`config.mk`:
```
export PLATFORM = sky130hd
export DESIGN_NAME = kernel_store
export DESIGN_NICKNAME = d
export VERILOG_FILES = /design/src/cnn_geom_pkg.sv /design/src/cnn_data_pkg.sv /design/src/kernel_store.sv
export SDC_FILE = /design/constraint.sdc
export NUM_CORES = 1
export LEC_CHECK = 0
export BUFFER_PORTS_ARGS = -buffer_cell sky130_fd_sc_hd__buf_2
export CORE_ASPECT_RATIO = 0.6
export CORE_MARGIN = 5
export CORE_UTILIZATION = 35
export CTS_BUF_LIST = sky130_fd_sc_hd__clkbuf_4
export DETAILED_ROUTE_END_ITERATION = 6
export PLACE_DENSITY = 0.57
export SYNTH_ARGS = -nofsm -noshare
export SYNTH_HDL_FRONTEND = slang
export SYNTH_SLANG_ARGS = --single-unit
```
`constraint.sdc`:
```
create_clock -name clk -period 0.9 [get_ports clk]
set_clock_uncertainty 0.05 [all_clocks]
set_input_delay 0.09 -clock clk [delete_from_list [all_inputs] [get_ports clk]]
set_output_delay 0.09 -clock clk [all_outputs]
set_load 0.1 [all_outputs]
```
`src/cnn_geom_pkg.sv`:
```
`default_nettype none

package cnn_geom_pkg;

    // input image, streamed row by row
    localparam int img_w = 12;
    localparam int img_h = 12;

    localparam int k_size    = 5;
    localparam int k_taps    = k_size * k_size;
    localparam int n_kernels = 6;

    localparam int n_weight_bits = n_kernels * k_taps;   // 150 per run

    // valid window positions
    localparam int out_w = img_w - k_size + 1;
    localparam int out_h = img_h - k_size + 1;

    // tap register plus two adder stages
    localparam int pipe_depth = 3;

    localparam int col_w  = 4;
    localparam int row_w  = 4;
    localparam int wcnt_w = 8;

endpackage

`default_nettype wire

```
`src/cnn_data_pkg.sv`:
```
`default_nettype none

package cnn_data_pkg;

    typedef logic signed [15:0] pixel_t;

    // partial row sums and kernel totals
    typedef logic signed [31:0] acc_t;

    typedef logic signed [31:0] result_t;

    // one window row, index 0 is the leftmost column
    typedef pixel_t tap_row_t [cnn_geom_pkg::k_size];

    // one binary kernel, bit t is tap t in row-major order
    typedef logic [cnn_geom_pkg::k_taps-1:0] kernel_t;

endpackage

`default_nettype wire

```
`src/kernel_store.sv`:
```
`timescale 1ns/100ps
`default_nettype none

module kernel_store (
    input  wire                   clk,
    input  wire                   rstn,
    input  wire                   weight_fire,
    input  wire                   weight_tdata,
    output cnn_data_pkg::kernel_t kernels [cnn_geom_pkg::n_kernels]
);

    logic [cnn_geom_pkg::n_weight_bits-1:0] wbits;

    // new bits enter at the top, so the first bit of a run ends at bit 0
    always_ff @(posedge clk or negedge rstn) begin
        if (!rstn)
            wbits <= '0;
        else if (weight_fire)
            wbits <= {weight_tdata, wbits[cnn_geom_pkg::n_weight_bits-1:1]};
    end

    // kernel k owns bits k*25 .. k*25+24
    always_comb begin
        for (int k = 0; k < cnn_geom_pkg::n_kernels; k++) begin
            kernels[k] = wbits[k*cnn_geom_pkg::k_taps +: cnn_geom_pkg::k_taps];
        end
    end

endmodule

`default_nettype wire

```
=== Yosys cells after proc, flatten, opt, wreduce, memory -nomap -nowiden ===
Index checks and enable logic that the tools add are counted.

* Register bits: 150
* Logic and storage cells: 1
* Output and inout bits: 150
* Bits of input ports: 4

=== Longest topological paths before layout ===
* Word-level depth: 0
* Depth in mapped cells: 4
* Depth with buffers taken out: 1

=== Least setup slack after synthesis ===
OpenSTA, ideal clock, no wires.

* Path kind: reg2reg
* Start point: register wbits[148] (netlist name)
* End point: register wbits[147] (netlist name)
* Period minus slack after synthesis: 1.321 ns
* Required time: 0.724 ns
* Path buffers: 0
* Arrival: 1.145 ns
* Cell stages (with the launch flop): 2
* Setup slack: -0.421 ns
* Library setup time: 0.126 ns
* Cells stage by stage: dfrtp_1 > mux2_2

{| class="wikitable"
|+ RTL lines
! element !! RTL line !! text
|-
| start: declaration || kernel_store.sv:12 || <nowiki>logic [cnn_geom_pkg::n_weight_bits-1:0] wbits;</nowiki>
|-
| start signal: assignment || kernel_store.sv:19 || <nowiki>wbits <= {weight_tdata, wbits[cnn_geom_pkg::n_weight_bits-1:1]};</nowiki>
|}

No word-level cell between the ends.

=== Final worst setup path ===
* Start point: register wbits[137] (netlist name)
* End point: output kernels[12] (netlist name)

{| class="wikitable"
|+ RTL lines
! element !! RTL line !! text
|-
| end: declaration || kernel_store.sv:9 || <nowiki>output cnn_data_pkg::kernel_t kernels [cnn_geom_pkg::n_kernels]</nowiki>
|}

No word-level cell between the ends.

==> impl_results.md <==
* Run status: finished with violations
* Violated checks: negative hold slack, negative setup slack
* Inserted Clock Buffers at 17
* Critical Path Start Type: flop
* Relative slew slack at 81.9%
* Number of global-route vias before repair at 4,699
* Placed wire-length estimate at 10,200 um
* Starting DRC count in detailed routing at 162
* Aggregate routed wire length at 17,800 um
* Area added between synthesis and finish at 116%
* Top cell family by delay on the critical path: flip-flops
* Antenna violations before repair at 0
* Clock tree sinks at 150
* DRC violation count after routing at 0
* Floorplan die area at 19,900 um^2
* Share of the clock period used by the worst path at 168%
* Worst path cell trace: buf_12 > buf_12
* Number of nets produced by synthesis at 321
* Share of the synthesized area in compound gates (AO/OA/AOI/OAI) at 0%
* R2R Path Start: wbits[137]
* CTS hold repair buffers at 2
* Cell depth of the worst setup path at 2
* Static Leakage at 5.85 nW
* Area of the multi-input gates at 2200 um^2
* Via count of the routed design at 4,184
* Total of buffers placed on input and output ports at 153
* Achievable clock frequency at 662 MHz
* Simple-gate share of the synthesized area at 0%
* Root buffer cell: sky130_fd_sc_hd__clkbuf_4
* Critical Path Fanout Max at 2
* Antenna diode count at 0
* Part of the power in the clock network at 16.6%
* Summed instance area of the synthesized netlist at 5980 um^2
* Total power density per cell area at 1800 nW/um^2
* Setup slack of the critical path after layout at -611 ps
* Initial core utilization at 35.3%
* Cell occurring most often along the worst timing path: sky130_fd_sc_hd__buf_12
* Clock period minus final worst setup slack at 1510 ps
* Cell count of the worst reg-to-reg path at 3
* Count of final hold-check violations at 15
* Crit path kind: reg2out
* I/O pin count at 154
* Mux contribution to synthesized area at 34.5%
* Top flop regs: wbits: 150 flops
* Core Region at 16,900 um^2
* Max FFs per register at 150
* Synth warn at 0
* Wire length of the first global-routing pass at 27,100 um
* Maximum cell stage delay along the critical path at 530 ps
* Setup repair after global routing missed its margin: true
* Max-capacitance violation count at 0
* Adder-cell area share of the yosys netlist at 0%
* Final setup violation count at 300
* Fraction of layout cells with a size suffix above 1 at 99.5%
* Final number of max-transition violations at 0
* Combined flip-flop and latch cell area at 4320 um^2
* Maximum number of pins on one net before global-route repair at 47
* Design internal power at 14.0 mW
* Buffer depth of the longest clock path at 2
* Most flops, register: wbits
* Nets at 721
* TritonCTS clock tree: yes
* Pre-Repair DR Iteration Count at 4
* Worst hold-check slack at -107 ps
* Required time at the endpoint of the critical path at 760 ps
* Overflow left after global routing at 0
* Sum Neg Setup Slack at -102,840 ps
* Slowest-stage cell, CP: sky130_fd_sc_hd__dfrtp_4
* H-tree lvl count at 4
* Fraction of synthesized cell area in xor and xnor cells at 0%
* Post-Syn Area per Cell at 18.9 um^2
* Element type at the critical path end: output pin
* Count of unique library cells instantiated by Yosys at 6
* Switching part of the total at 39.8%
* P_sw at 9.28 mW
* Sequential Power Share at 35.8%
* Number of nets still failing antenna checks after routing at 0
* Instance count after placement with tap cells included at 768
* Combined global-route utilization of all metal layers at 17.4%
* Global placement routability congestion at 0.704
* Total of flip-flops plus latches after synthesis at 150
* Overall die width at 179 um
* Cells after synthesis at 317
* Drt via density at 4.34
* CTS clock-pin slew for the worst setup and hold paths at 160 ps
* Die Y at 111 um
* Count of buffer and inverter cells on the critical path at 2
* Least-Margin Pin Slew at 271 ps
* Combinational Power Share at 47.6%
* Worst-Skew Late Latency at 540 ps
* Combinational family with the most area after synthesis: multiplexers
* Startpoint of the most critical setup path: wbits[137]
* Average wire length per cell after detail routing at 18.5 um
* Arrival @ worst endpoint at 1370 ps
* Non-filler instance count after layout at 964
* Fill cell instance count of the final layout at 958
* Hold/Removal Path Class: in2async
* Number of rows created at floorplan at 37
* IR Drop Worst-Case VDD at 0.00416 V
* Share of synthesized area occupied by flip-flops and latches at 62.7%
-- cell type report --
type | count | share of cell area (%)
repair buffers | 398 | 45.5
clock buffers | 17 | 0.986
clock inverters | 15 | 0.938
multi-input cells | 150 | 17.0
well taps | 234 | 2.26
flip-flops and latches | 150 | 33.4
-- cell families (layout without fill, tap and decap cells) --
group,count (synthesis),in the layout
flops,150,150
mux,150,150
buf+inv,17,430
-- synth_stat cells, drive strengths merged --
cell / instances / area share [%]
buf: 17 / 2.7
dfrtp: 150 / 63
mux2: 150 / 35
-- timing repair --
action,in CTS,in global routing
cloned,0,0
buffers inserted,132,86
hold endpoints to repair,158,20
gates resized for setup,196,113
setup endpoints to repair,300,300
-- path summary, 6_finish.rpt --
path | end | slack [ps]
worst max-delay path | kernels[12] | -610
worst min-delay path | wbits[98] | -110
worst max register to register | wbits[136] | -310
worst min register to register | wbits[111] | 540
max in group asynchronous | wbits[82] | 340
min in group clk | wbits[39] | -10
-- power groups by stage --
stage          combinational [mW]  sequential, mW  clock [mW]
6_report                     11.1            8.36        3.86
5_1_grt                      11.4            8.44        4.33
3_3_place_gp                 9.02            8.43           0
4_1_cts                      10.6            8.31        3.91
3_5_place_dp                 9.09            8.46           0
2_1_floorplan                1.14            12.4           0
-- stage by stage --
step	instance area, um^2	setup WS (ps)	total power, mW	utilization [%]
2_1_floorplan	6550	-180	13.6	-
3_3_place_gp	10500	-190	17.5	62.0
3_5_place_dp	10500	-207	17.6	62.0
4_1_cts	12500	-627	22.9	73.8
5_1_grt	12900	-702	24.2	76.4
6_report	12900	-611	23.3	76.4
-- metal layers --
metal,global-route usage [%],part of all wire (%)
met4,3.53,0.65
met2,27.1,47
met5,0,0
met3,7.09,7.4
met1,23.1,45
-- placed cells by master (no fill, tap or decap) --
master	instances
sky130_fd_sc_hd__buf_12	165
sky130_fd_sc_hd__buf_2	1
sky130_fd_sc_hd__buf_4	10
sky130_fd_sc_hd__buf_6	219
sky130_fd_sc_hd__clkbuf_4	17
sky130_fd_sc_hd__clkbuf_8	1
sky130_fd_sc_hd__clkinv_1	2
sky130_fd_sc_hd__clkinv_2	1
sky130_fd_sc_hd__clkinv_4	5
sky130_fd_sc_hd__clkinvlp_4	1
sky130_fd_sc_hd__dfrtp_4	150
sky130_fd_sc_hd__dlygate4sd3_1	2
sky130_fd_sc_hd__inv_6	4
sky130_fd_sc_hd__inv_8	2
sky130_fd_sc_hd__mux2_2	15
sky130_fd_sc_hd__mux2_4	135
Note: power is estimated with default switching activity, not from simulation.
