===== src/cnn_geom_pkg.sv =====
`default_nettype none

package cnn_geom_pkg;

    // input image, streamed row by row
    localparam int img_w = 12;
    localparam int img_h = 12;

    localparam int k_size    = 5;
    localparam int k_taps    = k_size * k_size;
    localparam int n_kernels = 6;

    localparam int n_weight_bits = n_kernels * k_taps;   // 150 per run

    // valid window positions
    localparam int out_w = img_w - k_size + 1;
    localparam int out_h = img_h - k_size + 1;

    // tap register plus two adder stages
    localparam int pipe_depth = 3;

    localparam int col_w  = 4;
    localparam int row_w  = 4;
    localparam int wcnt_w = 8;

endpackage

`default_nettype wire


===== src/cnn_data_pkg.sv =====
`default_nettype none

package cnn_data_pkg;

    typedef logic signed [15:0] pixel_t;

    // partial row sums and kernel totals
    typedef logic signed [31:0] acc_t;

    typedef logic signed [31:0] result_t;

    // one window row, index 0 is the leftmost column
    typedef pixel_t tap_row_t [cnn_geom_pkg::k_size];

    // one binary kernel, bit t is tap t in row-major order
    typedef logic [cnn_geom_pkg::k_taps-1:0] kernel_t;

endpackage

`default_nettype wire


===== src/line_window.sv =====
`timescale 1ns/100ps
`default_nettype none

module line_window (
    input  wire                    clk,
    input  wire                    rstn,
    input  wire                    pixel_fire,
    input  wire cnn_data_pkg::pixel_t image_tdata,
    input  wire                    window_ok,
    output cnn_data_pkg::tap_row_t taps [cnn_geom_pkg::k_size],
    output logic                   taps_valid
);

    localparam int n_lines = cnn_geom_pkg::k_size - 1;

    // line buffer i delays by i+1 image rows
    cnn_data_pkg::pixel_t line_buf [n_lines][cnn_geom_pkg::img_w];
    cnn_data_pkg::pixel_t col_in   [cnn_geom_pkg::k_size];

    always_ff @(posedge clk) begin
        if (pixel_fire) begin
            for (int i = 0; i < n_lines; i++) begin
                for (int j = cnn_geom_pkg::img_w - 1; j > 0; j--) begin
                    line_buf[i][j] <= line_buf[i][j-1];
                end
            end
            line_buf[0][0] <= image_tdata;
            for (int i = 1; i < n_lines; i++) begin
                line_buf[i][0] <= line_buf[i-1][cnn_geom_pkg::img_w-1];
            end
        end
    end

    // newest column, oldest row on top
    always_comb begin
        col_in[cnn_geom_pkg::k_size-1] = image_tdata;
        for (int i = 0; i < n_lines; i++) begin
            col_in[n_lines-1-i] = line_buf[i][cnn_geom_pkg::img_w-1];
        end
    end

    // window slides one column left per accepted pixel
    always_ff @(posedge clk) begin
        if (pixel_fire) begin
            for (int r = 0; r < cnn_geom_pkg::k_size; r++) begin
                for (int c = 0; c < cnn_geom_pkg::k_size - 1; c++) begin
                    taps[r][c] <= taps[r][c+1];
                end
                taps[r][cnn_geom_pkg::k_size-1] <= col_in[r];
            end
        end
    end

    always_ff @(posedge clk or negedge rstn) begin
        if (!rstn)
            taps_valid <= 1'b0;
        else
            taps_valid <= window_ok;   // already qualified by pixel_fire
    end

endmodule

`default_nettype wire


===== config.mk =====
export PLATFORM = sky130hd
export DESIGN_NAME = line_window
export DESIGN_NICKNAME = d
export VERILOG_FILES = /design/src/cnn_geom_pkg.sv /design/src/cnn_data_pkg.sv /design/src/line_window.sv
export SDC_FILE = /design/constraint.sdc
export NUM_CORES = 1
export LEC_CHECK = 0
export BUFFER_PORTS_ARGS = -buffer_cell sky130_fd_sc_hd__buf_2
export CORE_AREA = 3 3 339 341
export CTS_CLUSTER_DIAMETER = 50
export DETAILED_ROUTE_END_ITERATION = 8
export DIE_AREA = 0 0 342 344
export SLEW_MARGIN = 20
export SYNTH_ARGS = -nofsm -noshare
export SYNTH_HDL_FRONTEND = slang
export SYNTH_SLANG_ARGS = --single-unit
export TNS_END_PERCENT = 5

===== constraint.sdc =====
create_clock -name clk -period 0.8 [get_ports clk]
set_input_delay 0.04 -clock clk [delete_from_list [all_inputs] [get_ports clk]]
set_output_delay 0.04 -clock clk [all_outputs]
set_load 0.1 [all_outputs]

# Yosys cells after proc, flatten, opt, wreduce, memory -nomap -nowiden
# Memory sizes are Yosys's and may differ from the RTL's.
# Cells that the tools add are included.
[word_totals]
ramBits = 768
memories = 1
register_bits = 401
wordCells = 29
[classes]
n_mux = 2
[memory_table]
columns = ["memory", "depth", "word_bits", "rd", "rd_ports_with_merged_regs", "wr", "line_no", "text"]
rows = [
  ["line_buf", 4, 192, 4, 0, 4, "line_window.sv:17", "cnn_data_pkg::pixel_t line_buf [n_lines][cnn_geom_pkg::img_w];"],
]
[op_table]
columns = ["operator", "count"]
rows = [
  ["$mux 1", 2],
]

# Longest topological paths before layout
[logic_depth]
depth_word = 2
depth_mapped = 1
depth_no_buf = 0

# Worst setup path after synthesis
# Ideal clock, no wire load.
[synth_timing]
path_kind = "register to register"
from = "reg taps[320] (netlist name)"
to = "reg taps[336] (netlist bit), data pin"
required_time_ps = 470
setup_ps = 330
setup_slack_ps = -445
stages_incl_launch_ff = 1
synth_period_minus_slack_ps = 1245
arrival_time_ps = 915
cell_sequence = "edfxtp_1"
[synth_lines]
columns = ["item", "line_no", "text"]
rows = [
  ["end signal, assigned by index", "line_window.sv:47", "taps[r][c] <= taps[r][c+1];"],
  ["end signal, assigned by index", "line_window.sv:49", "taps[r][cnn_geom_pkg::k_size-1] <= col_in[r];"],
  ["end, declared", "line_window.sv:10", "output cnn_data_pkg::tap_row_t taps [cnn_geom_pkg::k_size],"],
]
# No word-level cell between the ends.

# Worst setup path in the final report
[layout_timing]
from = "reg taps[232] (netlist bit)"
to = "out taps[232] (netlist bit)"
# No word-level cell between the ends.

==> Implementation_results.wiki <==
{| class="wikitable"
! Metric !! Value
|-
| Outcome || finished with violations
|-
| Violations in the final reports || setup timing
|-
| Delay of the slowest critical-path stage || 0.40 ns
|-
| Initial antenna violation count || 2
|-
| Area after DPL || 36,000 µm²
|-
| Worst-Margin Slew || 0.572 ns
|-
| Net count, final || 1,497
|-
| Number of distinct library cell variants in the gate-level netlist after synthesis || 3
|-
| Worst-case headroom to the max-slew limit || 61.7%
|-
| Fraction of final layout cells with drive strength greater than 1 || 42.5%
|-
| Count of final hold-check violations || 0
|-
| Required time of the critical path || 0.76 ns
|-
| Largest net degree at the start of global routing || 52
|-
| Unrepaired setup endpoints after global routing || true
|-
| Combined area of all synthesized cells || 27,900 µm²
|-
| Post-Synthesis Net Count || 1,189
|-
| Violation count after the first detailed-routing iteration || 755
|-
| Number of synthesis warnings || 0
|-
| Total clock buffers created by CTS || 96
|-
| Die height || 344 µm
|-
| Worst Clk Skew || 0.0257 ns
|-
| Bufs and invs on worst path || 2
|-
| Io pins || 421
|-
| Top achievable clock speed || 705 MHz
|-
| Detailed-router iteration count before antenna repair || 4
|-
| Finished layout cell area || 40,000 µm²
|-
| Overall routed net length || 51,500 µm
|-
| Number of rows created at floorplan || 123
|-
| GRT Total Usage || 8.48%
|-
| Crit-path leading delay family || flip-flops
|-
| Worst path slowest cell || sky130_fd_sc_hd__edfxtp_1
|-
| Crit path max fanout || 2
|-
| Routed via count || 10,700
|-
| Ordered list of cells on the worst path || buf_6 > buf_12
|-
| Type of the worst setup path || reg2out
|-
| Pins Over Slew Limit || 0
|-
| Cell at the root of the clock tree || sky130_fd_sc_hd__clkbuf_16
|-
| Minimum clock period after layout || 1.42 ns
|-
| Ratio of total power to cell area || 2840 nW/µm²
|-
| HP Class || in2reg
|-
| Leak pwr || 0.0144 µW
|-
| Total power draw || 114,000 µW
|-
| Clock-pin transition on the worst setup and hold timing paths || 0.06 ns
|-
| Register bit total from synthesis || 849
|-
| Number of fillers in the final layout || 10,000
|-
| Layout Area Growth over Synthesis || 43.4%
|-
| Grt total ovfl || 0
|-
| Multi-In Gates || 0
|-
| Avg Synthesized Cell Area || 23.9 µm²
|-
| Routability cong. || 0.776
|-
| Via count of the first global-routing pass || 11,200
|-
| Launching element type of the critical path || register
|-
| Area of the core || 112,000 µm²
|-
| Effective utilization at floorplan || 24.9%
|-
| Total die area || 118,000 µm²
|-
| Final Worst Setup Slack || -0.619 ns
|-
| Detail-routed net length per standard cell || 16.8 µm
|-
| Worst supply voltage drop on vdd || 2.14 mV
|-
| Drt drc || 0
|-
| Multi-input gate area in the final layout || 0 µm²
|-
| Number of port buffers || 420
|-
| H-tree levels || 3
|-
| Gate count of the mapped netlist || 1,169
|-
| Clock insertion delay at the later pin of the skew report || 0.67 ns
|-
| Number of nets still failing antenna checks after routing || 0
|-
| Clock sinks || 849
|-
| Number of max-cap violations || 0
|-
| Util after Layout || 35.6%
|-
| Period Utilization, post-route || 177%
|-
| X dimension of the die || 342 µm
|-
| Setup-failing EPs final || 814
|-
| Clock tree from TritonCTS || done
|-
| CP arrival || 1.38 ns
|-
| Global-route wire length before repair || 74,500 µm
|-
| Maximum buffer depth of the clock tree || 3
|-
| Number of vias per cell || 3.51
|-
| Endpoint kind of the worst setup timing path || primary output
|-
| Seq/Total Area, Yosys || 91.4%
|-
| Half-perimeter wire length of the detailed placement result || 34,300 µm
|}
==> stage by stage <==
stage | hold WS, ns | std cells | worst slack, ns | setup TNS, ns
floorplan | -0.256 | 1169 | -0.445 | -40.88
global placement | -0.186 | 2819 | -0.255 | -147.62
detailed placement | -0.184 | 2819 | -0.286 | -163.79
CTS | 0.00263 | 3030 | -0.707 | -452.58
global route | 0.0338 | 3056 | -0.699 | -349.88
finish | 0.0683 | 3057 | -0.619 | -310.70
==> placed cells by master (no fill, tap or decap), drive strengths merged <==
cell         instances
inv                 13
dlygate4sd3         25
diode                1
edfxtp             848
buf                505
clkinvlp             6
clkbuf             108
bufinv              14
dfrtp                1
clkinv              36
==> worst paths after layout <==
path | start | endpoint | slack (ns) | cells past startpoint
min in group asynchronous | rstn | taps_valid | 0.22 | 3
hold / removal | pixel_fire | line_buf[0][90] | 0.07 | 4
setup / recovery | taps[232] | taps[232] | -0.62 | 2
max in group asynchronous | rstn | taps_valid | 0.47 | 3
hold reg to reg | line_buf[2][76] | line_buf[2][60] | 0.41 | 0
setup reg to reg | taps[81] | taps[97] | -0.10 | 1
==> power by group <==
group          internal (µW)  leakage [µW]  switching, µW
logic                   4560       0.00442           9820
registers              51900       0.00831           1630
clock network          27500       0.00165          18400
total                  84000        0.0144          29800
==> cell type report <==
cell class	count	area, µm²	share of cell area, %
tap	1500	1880	4.69
sequential	849	25500	63.7
timing repair buffer	530	9200	23.0
antenna	1	2.50	0.00626
clock inverter	69	937	2.34
clock buffer	108	2490	6.23
==> cell usage after synthesis (all sizes together) <==
cell      n  area [µm²]
dfrtp     1        25.0
edfxtp  848       25500
buf     320        2400
==> metal layers <==
layer | routed length, µm | GRT usage [%] | up-vias
li1 | - | - | 4782
met1 | 20900 | 10.4 | 5350
met2 | 22100 | 12.1 | 497
met3 | 6970 | 5.06 | 93
met4 | 1520 | 3.50 | 0
met5 | 0 | 0 | -
==> flip-flops by register name, summed over array words and instances, names as in the netlist <==
| register | flops |
|---|---|
| taps | 343 |
| line_buf | 505 |
| taps_valid | 1 |
==> logic make-up (layout without fill, tap and decap cells) <==
kind of cell / Yosys count / in the layout / synth area share, %
other: 0 / 1 / 0
buffers and inverters: 320 / 707 / 8.61
flip-flops: 849 / 849 / 91.4
==> timing repair <==
item,CTS,global route
setup buffers,12,22
endpoints found under the hold margin,83,53
setup endpoints to repair,405,1258
hold buffers,22,4
gates resized for setup,2,1
(Power assumes the default switching activity.)
