<file path="src/cnn_ctrl.sv">
`timescale 1ns/100ps
`default_nettype none

module cnn_ctrl (
    input  wire  clk,
    input  wire  rstn,
    input  wire  start_cnn,
    input  wire  weights_full,
    input  wire  image_last,
    input  wire  drain_done,
    output logic weight_tready,
    output logic image_tready,
    output logic load_weights,
    output logic load_image,
    output logic counter_clr,
    output logic cnn_done
);

    typedef enum logic [2:0] {
        st_idle,
        st_wload,
        st_iload,
        st_drain,
        st_done
    } state_t;

    state_t state;
    state_t state_nxt;
    logic   start_d;
    logic   start_rise;

    always_ff @(posedge clk or negedge rstn) begin
        if (!rstn) begin
            start_d <= 1'b0;
            state   <= st_idle;
        end else begin
            start_d <= start_cnn;
            state   <= state_nxt;
        end
    end

    assign start_rise = start_cnn & ~start_d;   // only the edge starts a run

    always_comb begin
        state_nxt = state;
        case (state)
            st_idle:
                if (start_rise) state_nxt = st_wload;
            st_wload:
                if (weights_full) state_nxt = st_iload;   // 150th bit accepted
            st_iload:
                if (image_last) state_nxt = st_drain;
            st_drain:
                if (drain_done) state_nxt = st_done;
            st_done:
                state_nxt = st_idle;
            default:
                state_nxt = st_idle;
        endcase
    end

    assign load_weights = (state == st_wload);
    assign load_image   = (state == st_iload);

    // one ready per state, never both
    assign weight_tready = load_weights;
    assign image_tready  = load_image;

    // counters restart on the same edge that leaves idle
    assign counter_clr = (state == st_idle) & start_rise;

    assign cnn_done = (state == st_done);

endmodule

`default_nettype wire

</file>
<file path="config.mk">
export PLATFORM = sky130hd
export DESIGN_NAME = cnn_ctrl
export DESIGN_NICKNAME = d
export VERILOG_FILES = /design/src/cnn_ctrl.sv
export SDC_FILE = /design/constraint.sdc
export NUM_CORES = 1
export LEC_CHECK = 0
export BUFFER_PORTS_ARGS = -buffer_cell sky130_fd_sc_hd__buf_2
export CAP_MARGIN = 20
export CORE_AREA = 2 2 39 41
export CTS_CLUSTER_SIZE = 25
export DETAILED_ROUTE_END_ITERATION = 6
export DIE_AREA = 0 0 41 43
export GPL_TIMING_DRIVEN = 1
export HOLD_SLACK_MARGIN = 0.02
export SLEW_MARGIN = 30
export SYNTH_ARGS = -nofsm -noshare
export SYNTH_HDL_FRONTEND = slang
export SYNTH_SLANG_ARGS = --single-unit
</file>
<file path="constraint.sdc">
create_clock -name clk -period 1.35 [get_ports clk]
set_input_delay 0.135 -clock clk [delete_from_list [all_inputs] [get_ports clk]]
set_output_delay 0.135 -clock clk [all_outputs]
set_load 0.02 [all_outputs]
</file>
-- After elaboration in Yosys (flattened, before gate mapping)
Cells that the tools add are included.
- register bits: 4
- output and inout bits: 6
- logic and storage cells: 20
- equality and inequality tests: 8
- multiplexer cells: 5
- bitwise gates (word level): 3
- reductions and logical operators: 2
- operator list (kind ; number):
    3-bit two-way mux ; 4
    3-bit one-hot mux with 4 select lines ; 1
    2-bit inequality test, second input constant ; 4
    3-bit by 2-bit equality test with 1-bit output, second input constant ; 2
    4-bit AND reduction ; 1
    3-bit by 1-bit equality test with 1-bit output, second input constant ; 1
    3-bit equality test, second input constant ; 1
    3-bit zero test ; 1
    1-bit bitwise AND ; 2
    1-bit inverter ; 1

-- Logic depth before layout (Yosys ltp)
Gate-level depths: netlist (run 1).
- word-level depth: 4
- gate-level depth with buffers: 3
- gate-level depth less buffers: 2

-- Least setup slack after synthesis (run 1)
Ideal clock, no wire load.
- path kind: register to output
- from: register state[0]
- to: output weight_tready
- arrival time: 1.431 ns
- setup slack: -0.216 ns
- cell stages (with the launch flop): 4
- path through: dfrtp_1 > clkbuf_1 > nor3b_1 > buf_4
- longest elaborated chain between the ends: 1
- RTL lines (element ; line ; RTL):
    from (decl) ; 27 ; state_t state;
    from (signal assigned) ; 35 ; state <= st_idle;
    from (signal assigned) ; 38 ; state <= state_nxt;
    3-bit by 1-bit equality test with 1-bit output ; 62 ; assign load_weights = (state == st_wload);
    to (decl) ; 11 ; output logic weight_tready,
Every way passes these cells.

-- Final worst setup path (run 1)
- from: register state[1]
- to: output counter_clr
- longest elaborated chain between the ends: 2
- RTL lines (element ; line ; RTL):
    3-bit zero test ; 70 ; assign counter_clr = (state == st_idle) & start_rise;
    1-bit bitwise AND ; 70 ;
    to (decl) ; 15 ; output logic counter_clr,
Every way passes these cells.

==> flow_summary.yaml, run 1 <==
yosys:
  synth_cells: 19
  synthTopCellsByArea: "dfrtp_1, nor3b_1, a221oi_2, buf_4, mux2_2"
  yosysSeqAreaShare: 0.4571
  ys_ff_latch: 4
  syn-cell-area_um2: 219.0
  avgSynthCellArea_um2: 11.52
  ys_warn_count: 0
  ys_types: 12
  synth_top_area_share: 0.4571
  syn_nets: 25
  synth_top_area_cell: "dfrtp_1"
final_layout:
  multi_input_area_um2: 122.6
  n_antenna_cell: 0
  area_delta_synth_final_pct: 64.00
  drive_above_1_share: 0.7273
  final_nets: 41
  fin_area_um2: 359.1
  finalNonFillerCells: 49
  regArea_um2: 101.3
  n_fill_cell: 154
  final_core_util: 0.2595
clocking:
  ctsHtreeMaxLevel: 1
  cts_tree: "done"
  cts.clk_slew.worst_paths_ns: 0.04
  root_buffer: "clkbuf_4"
  clkSinkCount: 4
  insertion_delay_ns: 0.24
  cts_buffers: 3
  clock_path_buffers: 2
critical_path:
  r2r_slack_ns: 0.20
  cpPeakStageDelay_ns: 0.41
  crit_chain: "or3b_4 -> nor3_2 -> buf_4"
  crit_path_end_kind: "output pin"
  reg2reg_depth: 3
  cp-start-kind: "flop"
  cp.required_ns: 1.22
  arrival_ns: 1.29
  worst-path-max-fanout: 2
  critical_path_class: "reg -> out"
  crit-reg2reg-launch: "state[1]"
  timing.rr.end: "state[0]"
  slowest_stage: "or3b_4"
die:
  rows: 14
  start_util: 0.1582
  dieWidth_um: 41
  core_area_um2: 1384
  die_h_um: 43
  io_pins: 12
  die-area_um2: 1763
drt:
  wl_per_cell_um: 9.714
  drtIter0Drc: 0
  vias: 199
  wirelength_um: 476
  ant_nets: 0
  dr.pass1.iters: 1
  routed_via_density: 4.061
  drc: 0
placement:
  dpl_worst_slack_ns: 0.1440
  place_congestion: 0.6012
  placed_cell_area_um2: 297.8
  portBuffers: 11
  place_inst: 44
timing:
  max_freq_mhz: 701.1
  clock_skew_ns: 0.002366
  relSlewSlack: 0.8250
  hold_viol: 0
  period_share: 1.057
  fin_crit_ns: 1.426
  worst_pin_slew_ns: 0.2626
  setup_viol: 1
  fin_setup_tns_ns: -0.07641
  setup_slack_ns: -0.07641
  finalMaxSlewViolations: 0
  rsz0062_at_grt: "yes"
status:
  outcome: "finished, violations left"
  violations: "negative setup slack"
global_route:
  grt_pass1_wl_um: 793
  antenna_found_initial: 0
  gr-total-overflow: 0
  grt_max_degree: 10
  grtUsageTotal: 0.07467
  grt_pass1_vias: 192
job:
  maxCapViolCount: 0
min_path:
  whs_path_depth: 3
  hold-path-endpoint: "state[1]"
  hp-start: "weights_full"
  hp-class: "in -> reg"
power_and_ir_drop:
  leakage_nw: 0.1668
  ir_worst_vdd_v: 0.0007643
  power_density_nw_per_um2: 2175
worst max path at each step:
stage | start | endpoint | slack [ns] | cells after the start
after floorplan | state[0] | weight_tready | -0.009 | 3
after global placement | state[1] | counter_clr | 0.15 | 3
final | state[1] | counter_clr | -0.08 | 3
after detailed placement | state[1] | counter_clr | 0.14 | 3
after CTS | state[1] | counter_clr | -0.09 | 3
after global routing | state[1] | counter_clr | -0.16 | 3
worst max-delay path, delay by kind of cell (launching register included):
kind,cells,cell delay [ns]
simple gates,2,0.52
buf+inv,1,0.16
flops,1,0.37
Yosys cell counts:
master and count:
dfrtp_1 4, a21bo_2 1, a21oi_1 2, or3b_1 1, a221oi_2 1, mux2_2 1, and4b_1 1, nor3_1 1
clkbuf_1 1, nor3b_1 3, buf_4 2, nand3b_1 1
logic make-up (layout without fill, tap and decap cells):
| family | count (synthesis) | count (layout) | synth area share |
|---|---|---|---|
| muxes | 1 | 1 | 0.05142 |
| and+or+nand+nor | 7 | 7 | 0.2457 |
| buffers and inverters | 3 | 17 | 0.08568 |
| AOI/OAI and AO/OA | 4 | 4 | 0.1600 |
| DFF | 4 | 4 | 0.4572 |
per-layer routing:
| layer | track usage | vias to the layer above | part of all wire |
|---|---|---|---|
| met5 | 0 | - | 0 |
| met3 | 0.09424 | 0 | 0.17 |
| met1 | 0.09477 | 87 | 0.47 |
| met2 | 0.07500 | 15 | 0.36 |
| li1 | - | 97 | - |
| met4 | 0.02000 | 0 | 0 |
final cells by class:
class,count,share of cell area
multi-input cells,12,0.3415
flip-flops and latches,4,0.2822
repair buffers,14,0.2578
clock buffers,3,0.06272
well taps,16,0.05575
power by group:
| part | internal [mW] | leakage [nW] | switching [mW] | total [mW] |
|---|---|---|---|---|
| Combinational | 0.202 | 0.104 | 0.197 | 0.399 |
| Sequential | 0.162 | 0.0486 | 0.0659 | 0.227 |
| Clock | 0.0999 | 0.0138 | 0.0553 | 0.155 |
| Total | 0.463 | 0.167 | 0.318 | 0.781 |
repair_timing:
| action | 4_1_cts | 5_1_grt |
|---|---|---|
| buffers inserted | 0 | 0 |
| endpoints found under the hold margin | 5 | 0 |
| setup endpoints to repair | 1 | 4 |
| gates resized for setup | 2 | 5 |
| hold buffers | 2 | 0 |
sequential cells by signal, summed over array words and instances (netlist names):
register	flops
start_d	1
state	3
metrics by stage:
step	power (mW)	hold WS, ns
after floorplan	0.5095	-0.1606
after detailed placement	0.5825	-0.05541
final	0.7811	0.1919
after global placement	0.5791	-0.05744
after CTS	0.7608	0.1750
after global routing	0.8481	0.1910
cell usage in the layout, fill, tap and decap left out:
cell type / instances
a221oi_2: 1
a21oi_1: 2
clkbuf_4: 3
dlygate4sd3_1: 2
mux2_2: 1
dfrtp_2: 1
and4b_1: 1
nor3b_2: 3
nor3_2: 1
a21bo_2: 1
or3b_4: 1
buf_2: 7
buf_4: 5
dfrtp_1: 3
nand3b_1: 1
Note: power is estimated with default switching activity, not from simulation.
==> run 2: changes to the inputs <==
==> constraint.sdc (replaced) <==
create_clock -name clk -period 1.35 [get_ports clk]
set_input_delay 0.27 -clock clk [delete_from_list [all_inputs] [get_ports clk]]
set_output_delay 0.27 -clock clk [all_outputs]
set_load 0.02 [all_outputs]
==> flow_summary.yaml, run 2 (same netlist as run 1, synthesis figures left out) <==
clocking:
  cts_buffers: 3
  clock_path_buffers: 2
  cts.clk_slew.worst_paths_ns: 0.04
  clkSinkCount: 4
  root_buffer: "clkbuf_4"
  insertion_delay_ns: 0.23
  ctsHtreeMaxLevel: 1
  cts_tree: "done"
global_route:
  grt_pass1_vias: 200
  grt_pass1_wl_um: 807
  antenna_found_initial: 0
  grtUsageTotal: 0.07475
  grt_max_degree: 8
  gr-total-overflow: 0
final_layout:
  fin_area_um2: 426.7
  largest_register_ffs: 3
  n_antenna_cell: 0
  n_fill_cell: 142
  area_delta_synth_final_pct: 94.86
  max_flop_register: "state"
  final_cell_mix: "buf_4, buf_2, buf_6, clkbuf_4"
  final_nets: 44
  drive_above_1_share: 0.7838
  layout_commonest_cell: "buf_4"
  final_core_util: 0.3083
  reg.largest.list: "state x3, start_d x1"
die:
  dieWidth_um: 41
  rows: 14
  die_h_um: 43
  core_area_um2: 1384
  die-area_um2: 1763
  io_pins: 12
  start_util: 0.1582
placement:
  placed_cell_area_um2: 329.1
  portBuffers: 11
  place_congestion: 0.6936
critical_path:
  arrival_ns: 1.27
  worst-path-max-fanout: 2
  r2r_slack_ns: 0.09
  setup.worst_path.start: "state[1]"
  crit_chain: "or3b_4 -> nor3_4 -> buf_6"
  cpPeakStageDelay_ns: 0.39
  critPathCapture: "counter_clr"
  timing.rr.end: "state[0]"
  slowest_stage: "dfrtp_2"
  reg2reg_depth: 4
  path_buf_inv: 1
  crit_path_end_kind: "output pin"
  critical_path_class: "reg -> out"
  cp-start-kind: "flop"
  cp.required_ns: 1.08
  crit_cells: 3
  path_delay_family: "simple AND/OR/NAND/NOR gates"
  crit-reg2reg-launch: "state[1]"
power_and_ir_drop:
  power_density_nw_per_um2: 2253
  ir_worst_vdd_v: 0.0008283
  leakage_nw: 0.1861
status:
  violations: "negative setup slack"
  outcome: "finished, violations left"
drt:
  vias: 214
  wl_per_cell_um: 9.189
  ant_nets: 0
  drc: 0
  dr.pass1.iters: 1
  wirelength_um: 487
  routed_via_density: 4.038
  drtIter0Drc: 0
timing:
  fin_crit_ns: 1.544
  period_share: 1.144
  relSlewSlack: 0.8674
  finalMaxSlewViolations: 0
  max_freq_mhz: 647.6
  setup_slack_ns: -0.1941
  fin_setup_tns_ns: -0.3746
  clock_skew_ns: 0.004458
  worst_pin_slew_ns: 0.1989
  rsz0062_at_grt: "yes"
  hold_viol: 0
  setup_viol: 6
min_path:
  hp-class: "in -> reg"
job:
  maxCapViolCount: 0
==> run 2: changes by cell type in the layout (fill, tap and decap cells not counted), moves of 2 or more <==
cell | previous run | this run
buf_2 | 7 | 5
buf_6 | 0 | 5
nor3b_2 | 3 | 1
nor3b_4 | 0 | 2
==> run 2: cell type report <==
class                      count  area, um2  share of cell area
clock buffer                   4      26.28             0.06158
sequential                     4      102.6              0.2405
timing repair buffer          17      136.4              0.3196
multi-input combinational     12      141.4              0.3314
tap                           16      20.02             0.04692
==> run 2: what timing repair did <==
item,4_1_cts,5_1_grt
endpoints found under the setup margin,6,7
hold endpoints to repair,4,0
resized for setup,15,0
buffers inserted,2,1
hold buffers,1,0
pin swaps,1,1
cloned,0,0
==> run 2: stage by stage <==
| step | setup slack [ns] | power [mW] | hold slack, ns | std cells |
|---|---|---|---|---|
| after CTS | -0.2116 | 0.9898 | 0.1475 | 53 |
| after floorplan | -0.02983 | 0.5559 | -0.02559 | 19 |
| after global placement | -0.01966 | 0.6470 | 0.07920 | 46 |
| after detailed placement | -0.02582 | 0.6508 | 0.08085 | 46 |
| final | -0.1941 | 0.9612 | 0.1531 | 53 |
| after global routing | -0.2566 | 1.039 | 0.1390 | 53 |
==> run 2: how the worst min path moves through the flow <==
stage,from,to,slack (ns),depth (start not counted)
2_1_floorplan,rstn,start_d,-0.03,0
3_3_place_gp,rstn,state[0],0.08,1
3_5_place_dp,rstn,state[2],0.08,1
4_1_cts,start_cnn,start_d,0.15,1
5_1_grt,start_cnn,start_d,0.14,1
6_report,start_cnn,start_d,0.15,1
==> run 2: worst reg2reg max path: stages, from the launching register on <==
cell and delay, ns:
dfrtp_2 0.39, buf_4 0.16, buf_4 0.15, mux2_2 0.27
a221oi_2 0.20
==> run 2: report_power, final <==
group          internal [mW]  total [mW]  switching (mW)
Combinational          0.332       0.590           0.258
Sequential             0.162       0.214          0.0515
Clock                  0.111       0.158          0.0468
Total                  0.605       0.961           0.356
==> run 2: per-layer routing <==
metal / global-route usage / vias to the layer above / wire length [um]
li1: - / 108 / -
met5: 0 / - / 0
met2: 0.08438 / 15 / 201
met3: 0.06283 / 0 / 65
met1: 0.09508 / 91 / 221
met4: 0.04000 / 0 / 0
