**config.mk**
```make
export PLATFORM = sky130hd
export DESIGN_NAME = cnn_counters
export DESIGN_NICKNAME = d
export VERILOG_FILES = /design/src/cnn_geom_pkg.sv /design/src/cnn_counters.sv
export SDC_FILE = /design/constraint.sdc
export NUM_CORES = 1
export LEC_CHECK = 0
export ABC_AREA = 1
export BUFFER_PORTS_ARGS = -buffer_cell sky130_fd_sc_hd__buf_2
export CELL_PAD_IN_SITES_DETAIL_PLACEMENT = 0
export CELL_PAD_IN_SITES_GLOBAL_PLACEMENT = 1
export CORE_ASPECT_RATIO = 1.1
export CORE_UTILIZATION = 45
export DETAILED_ROUTE_END_ITERATION = 6
export PLACE_DENSITY = 0.89
export SYNTH_ARGS = -nofsm -noshare
export SYNTH_HDL_FRONTEND = slang
export SYNTH_SLANG_ARGS = --single-unit
export TNS_END_PERCENT = 10
```
**constraint.sdc**
```tcl
create_clock -name clk -period 2.1 [get_ports clk]
set_input_delay 0.315 -clock clk [delete_from_list [all_inputs] [get_ports clk]]
set_output_delay 0.315 -clock clk [all_outputs]
set_load 0.005 [all_outputs]
```
**src/cnn_geom_pkg.sv**
```systemverilog
`default_nettype none

package cnn_geom_pkg;

    // input image, streamed row by row
    localparam int img_w = 12;
    localparam int img_h = 12;

    localparam int k_size    = 5;
    localparam int k_taps    = k_size * k_size;
    localparam int n_kernels = 6;

    localparam int n_weight_bits = n_kernels * k_taps;   // 150 per run

    // valid window positions
    localparam int out_w = img_w - k_size + 1;
    localparam int out_h = img_h - k_size + 1;

    // tap register plus two adder stages
    localparam int pipe_depth = 3;

    localparam int col_w  = 4;
    localparam int row_w  = 4;
    localparam int wcnt_w = 8;

endpackage

`default_nettype wire

```
**src/cnn_counters.sv**
```systemverilog
`timescale 1ns/100ps
`default_nettype none

module cnn_counters (
    input  wire  clk,
    input  wire  rstn,
    input  wire  counter_clr,
    input  wire  weight_fire,
    input  wire  pixel_fire,
    input  wire  load_image,
    output logic weights_full,
    output logic image_last,
    output logic window_ok,
    output logic drain_done
);

    logic [cnn_geom_pkg::wcnt_w-1:0]             wcnt;
    logic [cnn_geom_pkg::col_w-1:0]              col;
    logic [cnn_geom_pkg::row_w-1:0]              row;
    logic [$clog2(cnn_geom_pkg::pipe_depth)-1:0] dcnt;
    logic                                        draining;
    logic                                        col_end;
    logic                                        pix_en;

    assign pix_en  = pixel_fire & load_image;
    assign col_end = (col == cnn_geom_pkg::col_w'(cnn_geom_pkg::img_w - 1));

    always_ff @(posedge clk or negedge rstn) begin
        if (!rstn) begin
            wcnt     <= '0;
            col      <= '0;
            row      <= '0;
            dcnt     <= '0;
            draining <= 1'b0;
        end else if (counter_clr) begin
            wcnt     <= '0;
            col      <= '0;
            row      <= '0;
            dcnt     <= '0;
            draining <= 1'b0;
        end else begin
            if (weight_fire)
                wcnt <= wcnt + 1'b1;
            if (pix_en) begin
                col <= col_end ? '0 : col + 1'b1;   // row-major scan
                if (col_end)
                    row <= row + 1'b1;
            end
            if (image_last)
                draining <= 1'b1;
            else if (drain_done)
                draining <= 1'b0;
            if (draining)
                dcnt <= dcnt + 1'b1;
        end
    end

    // flags mark the transfer that is being accepted this cycle
    assign weights_full = weight_fire &
        (wcnt == cnn_geom_pkg::wcnt_w'(cnn_geom_pkg::n_weight_bits - 1));
    assign image_last = pix_en & col_end &
        (row == cnn_geom_pkg::row_w'(cnn_geom_pkg::img_h - 1));
    assign window_ok = pix_en &
        (col >= cnn_geom_pkg::col_w'(cnn_geom_pkg::k_size - 1)) &
        (row >= cnn_geom_pkg::row_w'(cnn_geom_pkg::k_size - 1));

    // last result leaves the add tree as this goes high
    assign drain_done = draining &
        (dcnt == $bits(dcnt)'(cnn_geom_pkg::pipe_depth - 1));

endmodule

`default_nettype wire

```
---- Word-level counts from Yosys, hierarchy flattened ----
Cells that the tools add are included.
storage, ports and cells
  input port bits ......................... 6
  register bits ........................... 19
  word-level logic and storage cells ...... 41
operators by class
  $add $sub $neg .......................... 4
  multiplexer cells ....................... 13
  reductions and logical operators ........ 6
  equality and inequality tests ........... 4
  magnitude comparators ................... 2
  bitwise gates (word level) .............. 7
operators by type and width
  cell                 count
  $mux 4               6
  $mux 8               2
  $add 4x1->4 const B  2
  $add 8x1->8 const B  1
  $eq 4x4->1 const B   2
  $eq 8x8->1 const B   1
  $ge 4x3->1 const B   2
  $reduce_bool 2->1    4
  $and 1x1->1          7
  $mux 2               2
  $mux 1               3
  $reduce_bool 3->1    1
  $add 2x1->2 const B  1
  $eq 2x2->1 const B   1
  $reduce_and 2->1     1

---- Logic depth before layout (Yosys ltp) ----
Gate-level depths: netlist of the first run.
  depth after elaboration ................. 5
  depth in mapped cells ................... 8
  depth with buffers taken out ............ 8

---- Worst setup path after synthesis of the first run ----
OpenSTA, ideal clock, no wires.
  kind .................................... flip-flop to output port
  start point ............................. reg col[0] in the netlist's numbering
  end point ............................... out image_last
  buffers on the path ..................... 0
  slack ................................... 0.882 ns
  cell stages (with the launch flop) ...... 6
  data arrival time ....................... 0.903 ns
  cells stage by stage .................... dfrtp_1 -> ha_1 -> nand2_1 -> nor2_2 -> nand4_1 -> inv_1
on the way
  cells in the longest elaborated chain, start to end .. 3
RTL lines
  element                    line                RTL
  start: declaration         cnn_counters.sv:18  logic [cnn_geom_pkg::col_w-1:0] col;
  start signal: assignment   cnn_counters.sv:45  col <= col_end ? '0 : col + 1'b1;
  $eq 4x4->1                 cnn_counters.sv:26  assign col_end = (col == cnn_geom_pkg::col_w'(cnn_geom_pkg::img_w - 1));
  $and 1x1->1 (2 in series)  cnn_counters.sv:61  assign image_last = pix_en & col_end &
  end: declaration           cnn_counters.sv:12  output logic image_last,
Every way passes these cells.

---- Final worst setup path of the first run ----
Same ends and word-level chain as after synthesis.

==> qor.csv, run 1 <==
metric;value;unit
grtUsageMet1;0.203;
whs;0.249;ns
layout_commonest_cell;nand2_1;
final_cell_mix;nand2_1 (24), dfrtp_1 (19), inv_1 (17), nand3_1 (16), nor2_1 (15);
power_density;608;nW/um^2
critPathTopFamily;flip-flops;
clk_latency;0.29;ns
multiInputGateArea;490;um^2
cts_setup_buffers;0;
port_buffers;9;
setup_viol;0;
cts_sinks;19;
postCtsHoldBufs;1;
final_area;1150;um^2
hold_viol_final;0;
p_leak;0.583;nW
num_io_pins;10;
fmax;587;MHz
synth_cells;130;
power.total;699;uW
grt.overflow.total;0;
crit_buf_inv;2;
grt_usage;0.176;
place.gp.congestion;0.762;
seq_area_frac_synth;0.455;
critical-path-max-stage-delay;0.40;ns
gr-usage-met3;0.0207;
holdPathStages;2;
hold_end;draining$_DFFE_PN0P_;
grt_pass1_wl;3140;um
setup_ws;0.396;ns
antenna_found_initial;0;
final-max-slew-violation-count;0;
outcome;finished, final reports clean;
cts-buffers-inserted;3;
reg2reg_to;wcnt[6]$_DFFE_PN0P_;
totalWireLength;1800;um
ys_seq_elements;19;
cts_buffer_depth;2;
cap_violations;0;
cp-start-kind;flop;
cp_max_fo;4;
slew_headroom;0.719;
nets;155;
vias;861;
syn-num-nets;141;
post_synth_num_cell_types;21;
rrSetupSlack;0.88;ns
met2_usage;0.309;
tightestPinTransition;0.422;ns
die_w;47.9;um
synth_warnings;0;
skew;0.00603;ns
min_path_type;input pin to flop;
min_from;counter_clr;
busiest_layer;met2;
min_period;1.70;ns
seq_area;475;um^2
dr.pass1.iters;2;
clk_pin_slew;0.11;ns
crit_arrival;1.39;ns
crit_type;flop to primary output;
pre_cts_slack;0.724;ns
ff2ff_path_depth;7;
dieArea;2520;um^2
r2r_start;wcnt[0]$_DFFE_PN0P_;
drc;0;
placed_area;1110;um^2
area_growth;10.1;%
cts.htree.levels;1;
cp_slowest_cell;dfrtp_1;
syn-cell-area;1040;um^2
crit_chain;ha_1, nand2_1, nor2_2, nand4_1, inv_1, buf_2;
required;1.78;ns
post_drt_wl_per_cell;10.5;um
setup.worst_path.end_class;primary output;
routed_via_density;5.04;
cts-root-buf;clkbuf_4;
core;2110;um^2
fillers;206;
cts_tree;built;
rsz0062_at_grt;no;
tns;0;ns
row_count;17;
drive_above_1_share;0.147;
dr.first_iter.drc_count;13;
syn_area_per_cell;8.04;um^2
dpl.hpwl;1340;um
die_h;52.5;um
initial_utilization;0.496;
ant_nets;0;
grt_max_degree;20;
vdd_ir_drop_max;0.510;mV
fin_crit_sh;0.811;
post_cts_resized;0;
grt_pass1_vias;846;
n_antenna_cell;0;
-- cell families after synthesis --
logic type | count (synthesis) | synth area share
AOI/OAI and AO/OA | 17 | 0.0910
xor gates and xnor gates | 3 | 0.0252
and+or+nand+nor | 67 | 0.293
adders and majority gates | 5 | 0.0599
DFF | 19 | 0.455
buffers and inverters | 19 | 0.0754
-- stage by stage --
stage,util,cells
after global placement,0.529,166
after detailed placement,0.529,166
final,0.546,171
after floorplan,-,130
after CTS,0.546,171
after global routing,0.546,171
-- how the worst max path moves through the flow --
| stage | startpoint | slack, ns | end | cells past startpoint |
|---|---|---|---|---|
| floorplan | col[0]$_DFFE_PN0P_ | 0.88 | image_last | 5 |
| global placement | col[0]$_DFFE_PN0P_ | 0.75 | image_last | 6 |
| detailed placement | col[0]$_DFFE_PN0P_ | 0.72 | image_last | 6 |
| CTS | col[0]$_DFFE_PN0P_ | 0.37 | image_last | 6 |
| global route | col[0]$_DFFE_PN0P_ | 0.27 | image_last | 6 |
| finish | col[0]$_DFFE_PN0P_ | 0.40 | image_last | 6 |
-- cell usage after synthesis --
library cell	count	area, um^2
a211oi_1	1	7.51
a21oi_1	5	25.0
buf_6	1	11.3
dfrtp_1	19	475
ha_1	5	62.6
inv_1	17	63.8
inv_2	1	3.75
nand2_1	24	90.1
nand2_2	1	6.26
nand2_4	1	11.3
nand3_1	16	80.1
nand3_2	1	10.0
nand4_1	3	18.8
nor2_1	15	56.3
nor2_2	2	12.5
nor3_1	3	15.0
o21ai_0	6	30.0
o21ai_1	3	15.0
o21ai_2	2	17.5
or2_2	1	6.26
xor2_1	3	26.3
-- metal layers --
| layer | vias to the layer above | routed length (um) |
|---|---|---|
| met1 | 401 | 864 |
| met5 | - | 0 |
| met3 | 2 | 33 |
| met4 | 0 | 17 |
| li1 | 451 | - |
| met2 | 7 | 882 |
-- layout make-up --
| class | count | area share |
|---|---|---|
| multi-input combinational | 92 | 0.427 |
| sequential | 19 | 0.413 |
| inverter | 18 | 0.0588 |
| timing repair buffer | 10 | 0.0479 |
| tap | 28 | 0.0305 |
| clock buffer | 4 | 0.0229 |
-- registers in the layout (all words and copies together), names as in the netlist --
register,count
dcnt,2
row,4
col,4
wcnt,8
draining,1
-- report_power, final --
group	switching, mW	internal [mW]
clock network	0.106	0.0738
logic	0.0563	0.0383
registers	0.0330	0.391
No activity file was read; power rests on OpenSTA's default activity.
==> run 2, diff against run 1 <==
--- a/config.mk
+++ b/config.mk
@@ -5,14 +5,14 @@
 export SDC_FILE = /design/constraint.sdc
 export NUM_CORES = 1
 export LEC_CHECK = 0
-export ABC_AREA = 1
+export ABC_AREA = 0
 export BUFFER_PORTS_ARGS = -buffer_cell sky130_fd_sc_hd__buf_2
 export CELL_PAD_IN_SITES_DETAIL_PLACEMENT = 0
 export CELL_PAD_IN_SITES_GLOBAL_PLACEMENT = 1
 export CORE_ASPECT_RATIO = 1.1
-export CORE_UTILIZATION = 45
+export CORE_UTILIZATION = 44
 export DETAILED_ROUTE_END_ITERATION = 6
-export PLACE_DENSITY = 0.89
+export PLACE_DENSITY = 0.84
 export SYNTH_ARGS = -nofsm -noshare
 export SYNTH_HDL_FRONTEND = slang
 export SYNTH_SLANG_ARGS = --single-unit
==> constraint.sdc (replaced) <==
create_clock -name clk -period 1.65 [get_ports clk]
set_input_delay 0.2475 -clock clk [delete_from_list [all_inputs] [get_ports clk]]
set_output_delay 0.2475 -clock clk [all_outputs]
set_load 0.005 [all_outputs]
==> qor.csv, run 2 <==
metric;value;unit;change
grt_pass1_vias;814;;was 846
drc;0;;unchanged
whs;0.233;ns;was 0.249 ns
cts-root-buf;clkbuf_4;;unchanged
die_h;52.7;um;was 52.5 um
ant_nets;0;;unchanged
crit_arrival;1.62;ns;was 1.39 ns
dr.pass1.iters;4;;was 2
netlist_top_cells_count;dfrtp_1 (19), nor2_1 (13), a21oi_1 (8);;was nand2_1 (24), dfrtp_1 (19), inv_1 (17)
required;1.40;ns;was 1.78 ns
synth.most_common_cell;dfrtp_1;;was nand2_1
final_area;1240;um^2;was 1150 um^2
die_w;48.1;um;was 47.9 um
cp-start-kind;flop;;unchanged
clk_latency;0.29;ns;about the same
clk_pin_slew;0.11;ns;about the same
synth_warnings;0;;unchanged
cap_violations;0;;unchanged
grt_pass1_wl;3530;um;was 3140 um
regMostFlops;wcnt;;unchanged
num_io_pins;10;;unchanged
seq_area_frac_synth;0.462;;was 0.455
routed_via_density;5.32;;was 5.04
synth_ff_type;dfrtp_1;;unchanged
totalWireLength;2030;um;was 1800 um
synth_cells;105;;was 130
grt_max_degree;20;;unchanged
syn-num-nets;116;;was 141
cts.htree.levels;1;;unchanged
dr.first_iter.drc_count;3;;was 13
n_antenna_cell;0;;unchanged
setup_viol;1;;was 0
hold_viol_final;0;;unchanged
holdPathStages;2;;unchanged
cts_buffer_depth;2;;unchanged
area_growth;20.5;%;was 10.1%
place.gp.congestion;0.737;;was 0.762
post_synth_num_cell_types;35;;was 21
fin_util;0.557;;was 0.546
antenna_found_initial;0;;unchanged
post-place-cells;146;;was 166
fmax;536;MHz;
outcome;finished, violations left;;was finished, final reports clean
min_path_type;input pin to flop;;unchanged
crit_type;flop to primary output;;unchanged
syn-cell-area;1030;um^2;was 1040 um^2
fin_crit_sh;1.13;;
fillers;192;;was 206
setup.worst_path.end_class;primary output;;unchanged
final-max-slew-violation-count;0;;unchanged
ff2ff_path_depth;5;;was 7
syn_area_per_cell;9.81;um^2;was 8.04 um^2
nets;139;;was 155
power_density;630;nW/um^2;was 608 nW/um^2
yosysTopAreaCell;dfrtp_1;;unchanged
grt.overflow.total;0;;unchanged
largest_reg_flops;8;;unchanged
top_regs;wcnt (8), col (4), row (4);;unchanged
synth_top_area_frac;0.462;;was 0.455
vias;835;;was 861
dpl.hpwl;1410;um;was 1340 um
setup_ws;-0.216;ns;was 0.396 ns
layout_commonest_cell;dfrtp_1;;was nand2_1
core;2230;um^2;was 2110 um^2
skew;0.00776;ns;was 0.00603 ns
placed_area;1130;um^2;was 1110 um^2
row_count;18;;was 17
initial_utilization;0.462;;was 0.496
cp_max_fo;2;;was 4
synth.area.top_cells;dfrtp_1 (46%), ha_1 (6.1%), nor2_1 (4.7%), a21oi_1 (3.9%), nand3_1 (3.4%);;was dfrtp_1 (46%), nand2_1 (8.6%), nand3_1 (7.7%), inv_1 (6.1%), ha_1 (6.0%)
tightestPinTransition;0.437;ns;was 0.422 ns
cts_sinks;19;;unchanged
p_leak;0.584;nW;was 0.583 nW
dieArea;2540;um^2;was 2520 um^2
vdd_ir_drop_max;0.343;mV;was 0.510 mV
cts-buffers-inserted;3;;unchanged
failed_checks;setup timing;;
synthArstFlopShare;1.00;;unchanged
post_drt_wl_per_cell;12.9;um;was 10.5 um
slew_headroom;0.709;;was 0.719
final_cells;157;;was 171
cts_tree;built;;unchanged
min_period;1.87;ns;
grt_usage;0.201;;was 0.176
ys_seq_elements;19;;unchanged
final_cell_mix;dfrtp_1 (19), nor2_1 (13), buf_4 (12), a21oi_1 (8), buf_2 (8);;was nand2_1 (24), dfrtp_1 (19), inv_1 (17), nand3_1 (16), nor2_1 (15)
port_buffers;9;;unchanged
synth_edf_count;0;;unchanged
rsz0062_at_grt;yes;;was no
drive_above_1_share;0.283;;was 0.147
==> run 2: path summary, 6_finish.rpt <==
path	from	endpoint	slack [ns]
min in group asynchronous	rstn	dcnt[0]$_DFFE_PN0P_	0.41
setup / recovery	col[0]$_DFFE_PN0P_	image_last	-0.22
setup reg to reg	col[0]$_DFFE_PN0P_	col[0]$_DFFE_PN0P_	0.08
hold reg to reg	dcnt[0]$_DFFE_PN0P_	dcnt[0]$_DFFE_PN0P_	0.56
hold / removal	counter_clr	row[1]$_DFFE_PN0P_	0.23
max in group asynchronous	rstn	wcnt[6]$_DFFE_PN0P_	0.93
==> run 2: area by class of cell <==
class,instances,area (um^2),area share
Inverter,4,15.0,0.0121
Sequential cell,19,475,0.383
Clock buffer,4,26.3,0.0212
Timing Repair Buffer,22,151,0.122
Tap cell,30,37.5,0.0302
Multi-Input combinational cell,78,536,0.431
==> run 2: per-stage QoR <==
stage | power [mW] | worst slack (ns) | setup TNS [ns]
2_1_floorplan | 0.522 | 0.104 | 0
6_report | 0.782 | -0.216 | -0.216
3_5_place_dp | 0.549 | 0.0375 | 0
3_3_place_gp | 0.547 | 0.0673 | 0
4_1_cts | 0.790 | -0.207 | -0.207
5_1_grt | 0.829 | -0.278 | -0.278
==> run 2: repair_timing <==
action	in CTS	in global routing
setup endpoints to repair	1	1
endpoints found under the hold margin	19	0
pin swaps	2	3
gates resized for setup	2	4
hold buffers	1	0
setup buffers	4	2
cloned	0	0
==> run 2: where the power goes <==
part | switching, mW | leakage, nW | internal (mW)
Sequential | 0.00895 | 0.263 | 0.473
Clock | 0.143 | 0.0150 | 0.0939
Combinational | 0.0387 | 0.306 | 0.0242
Total | 0.191 | 0.584 | 0.591
==> run 2: critical path, cell delays in order, from the launching register on <==
cell and delay (ns):
dfrtp_1 0.41, ha_4 0.17, nand3b_4 0.08, or4b_4 0.53
inv_2 0.07, buf_6 0.08
==> run 2: cells by family after synthesis <==
group	after synthesis	synth area share
AO/OA/AOI/OAI	18	0.0972
multiplexers	3	0.0304
flip-flops	19	0.462
adder cells (fa/ha/maj)	5	0.0608
AND/OR/NAND/NOR	47	0.270
XOR/XNOR	5	0.0425
buffers and inverters	8	0.0377
==> run 2: routing by layer <==
metal  wire [um]  up-vias  global-route usage  share of wire
met5           0        -                   0              0
met4          21        0              0.0833          0.010
met3          33        2              0.0310          0.016
met2        1050        7               0.327           0.52
met1         921      412               0.258           0.45
li1            -      414                   -              -
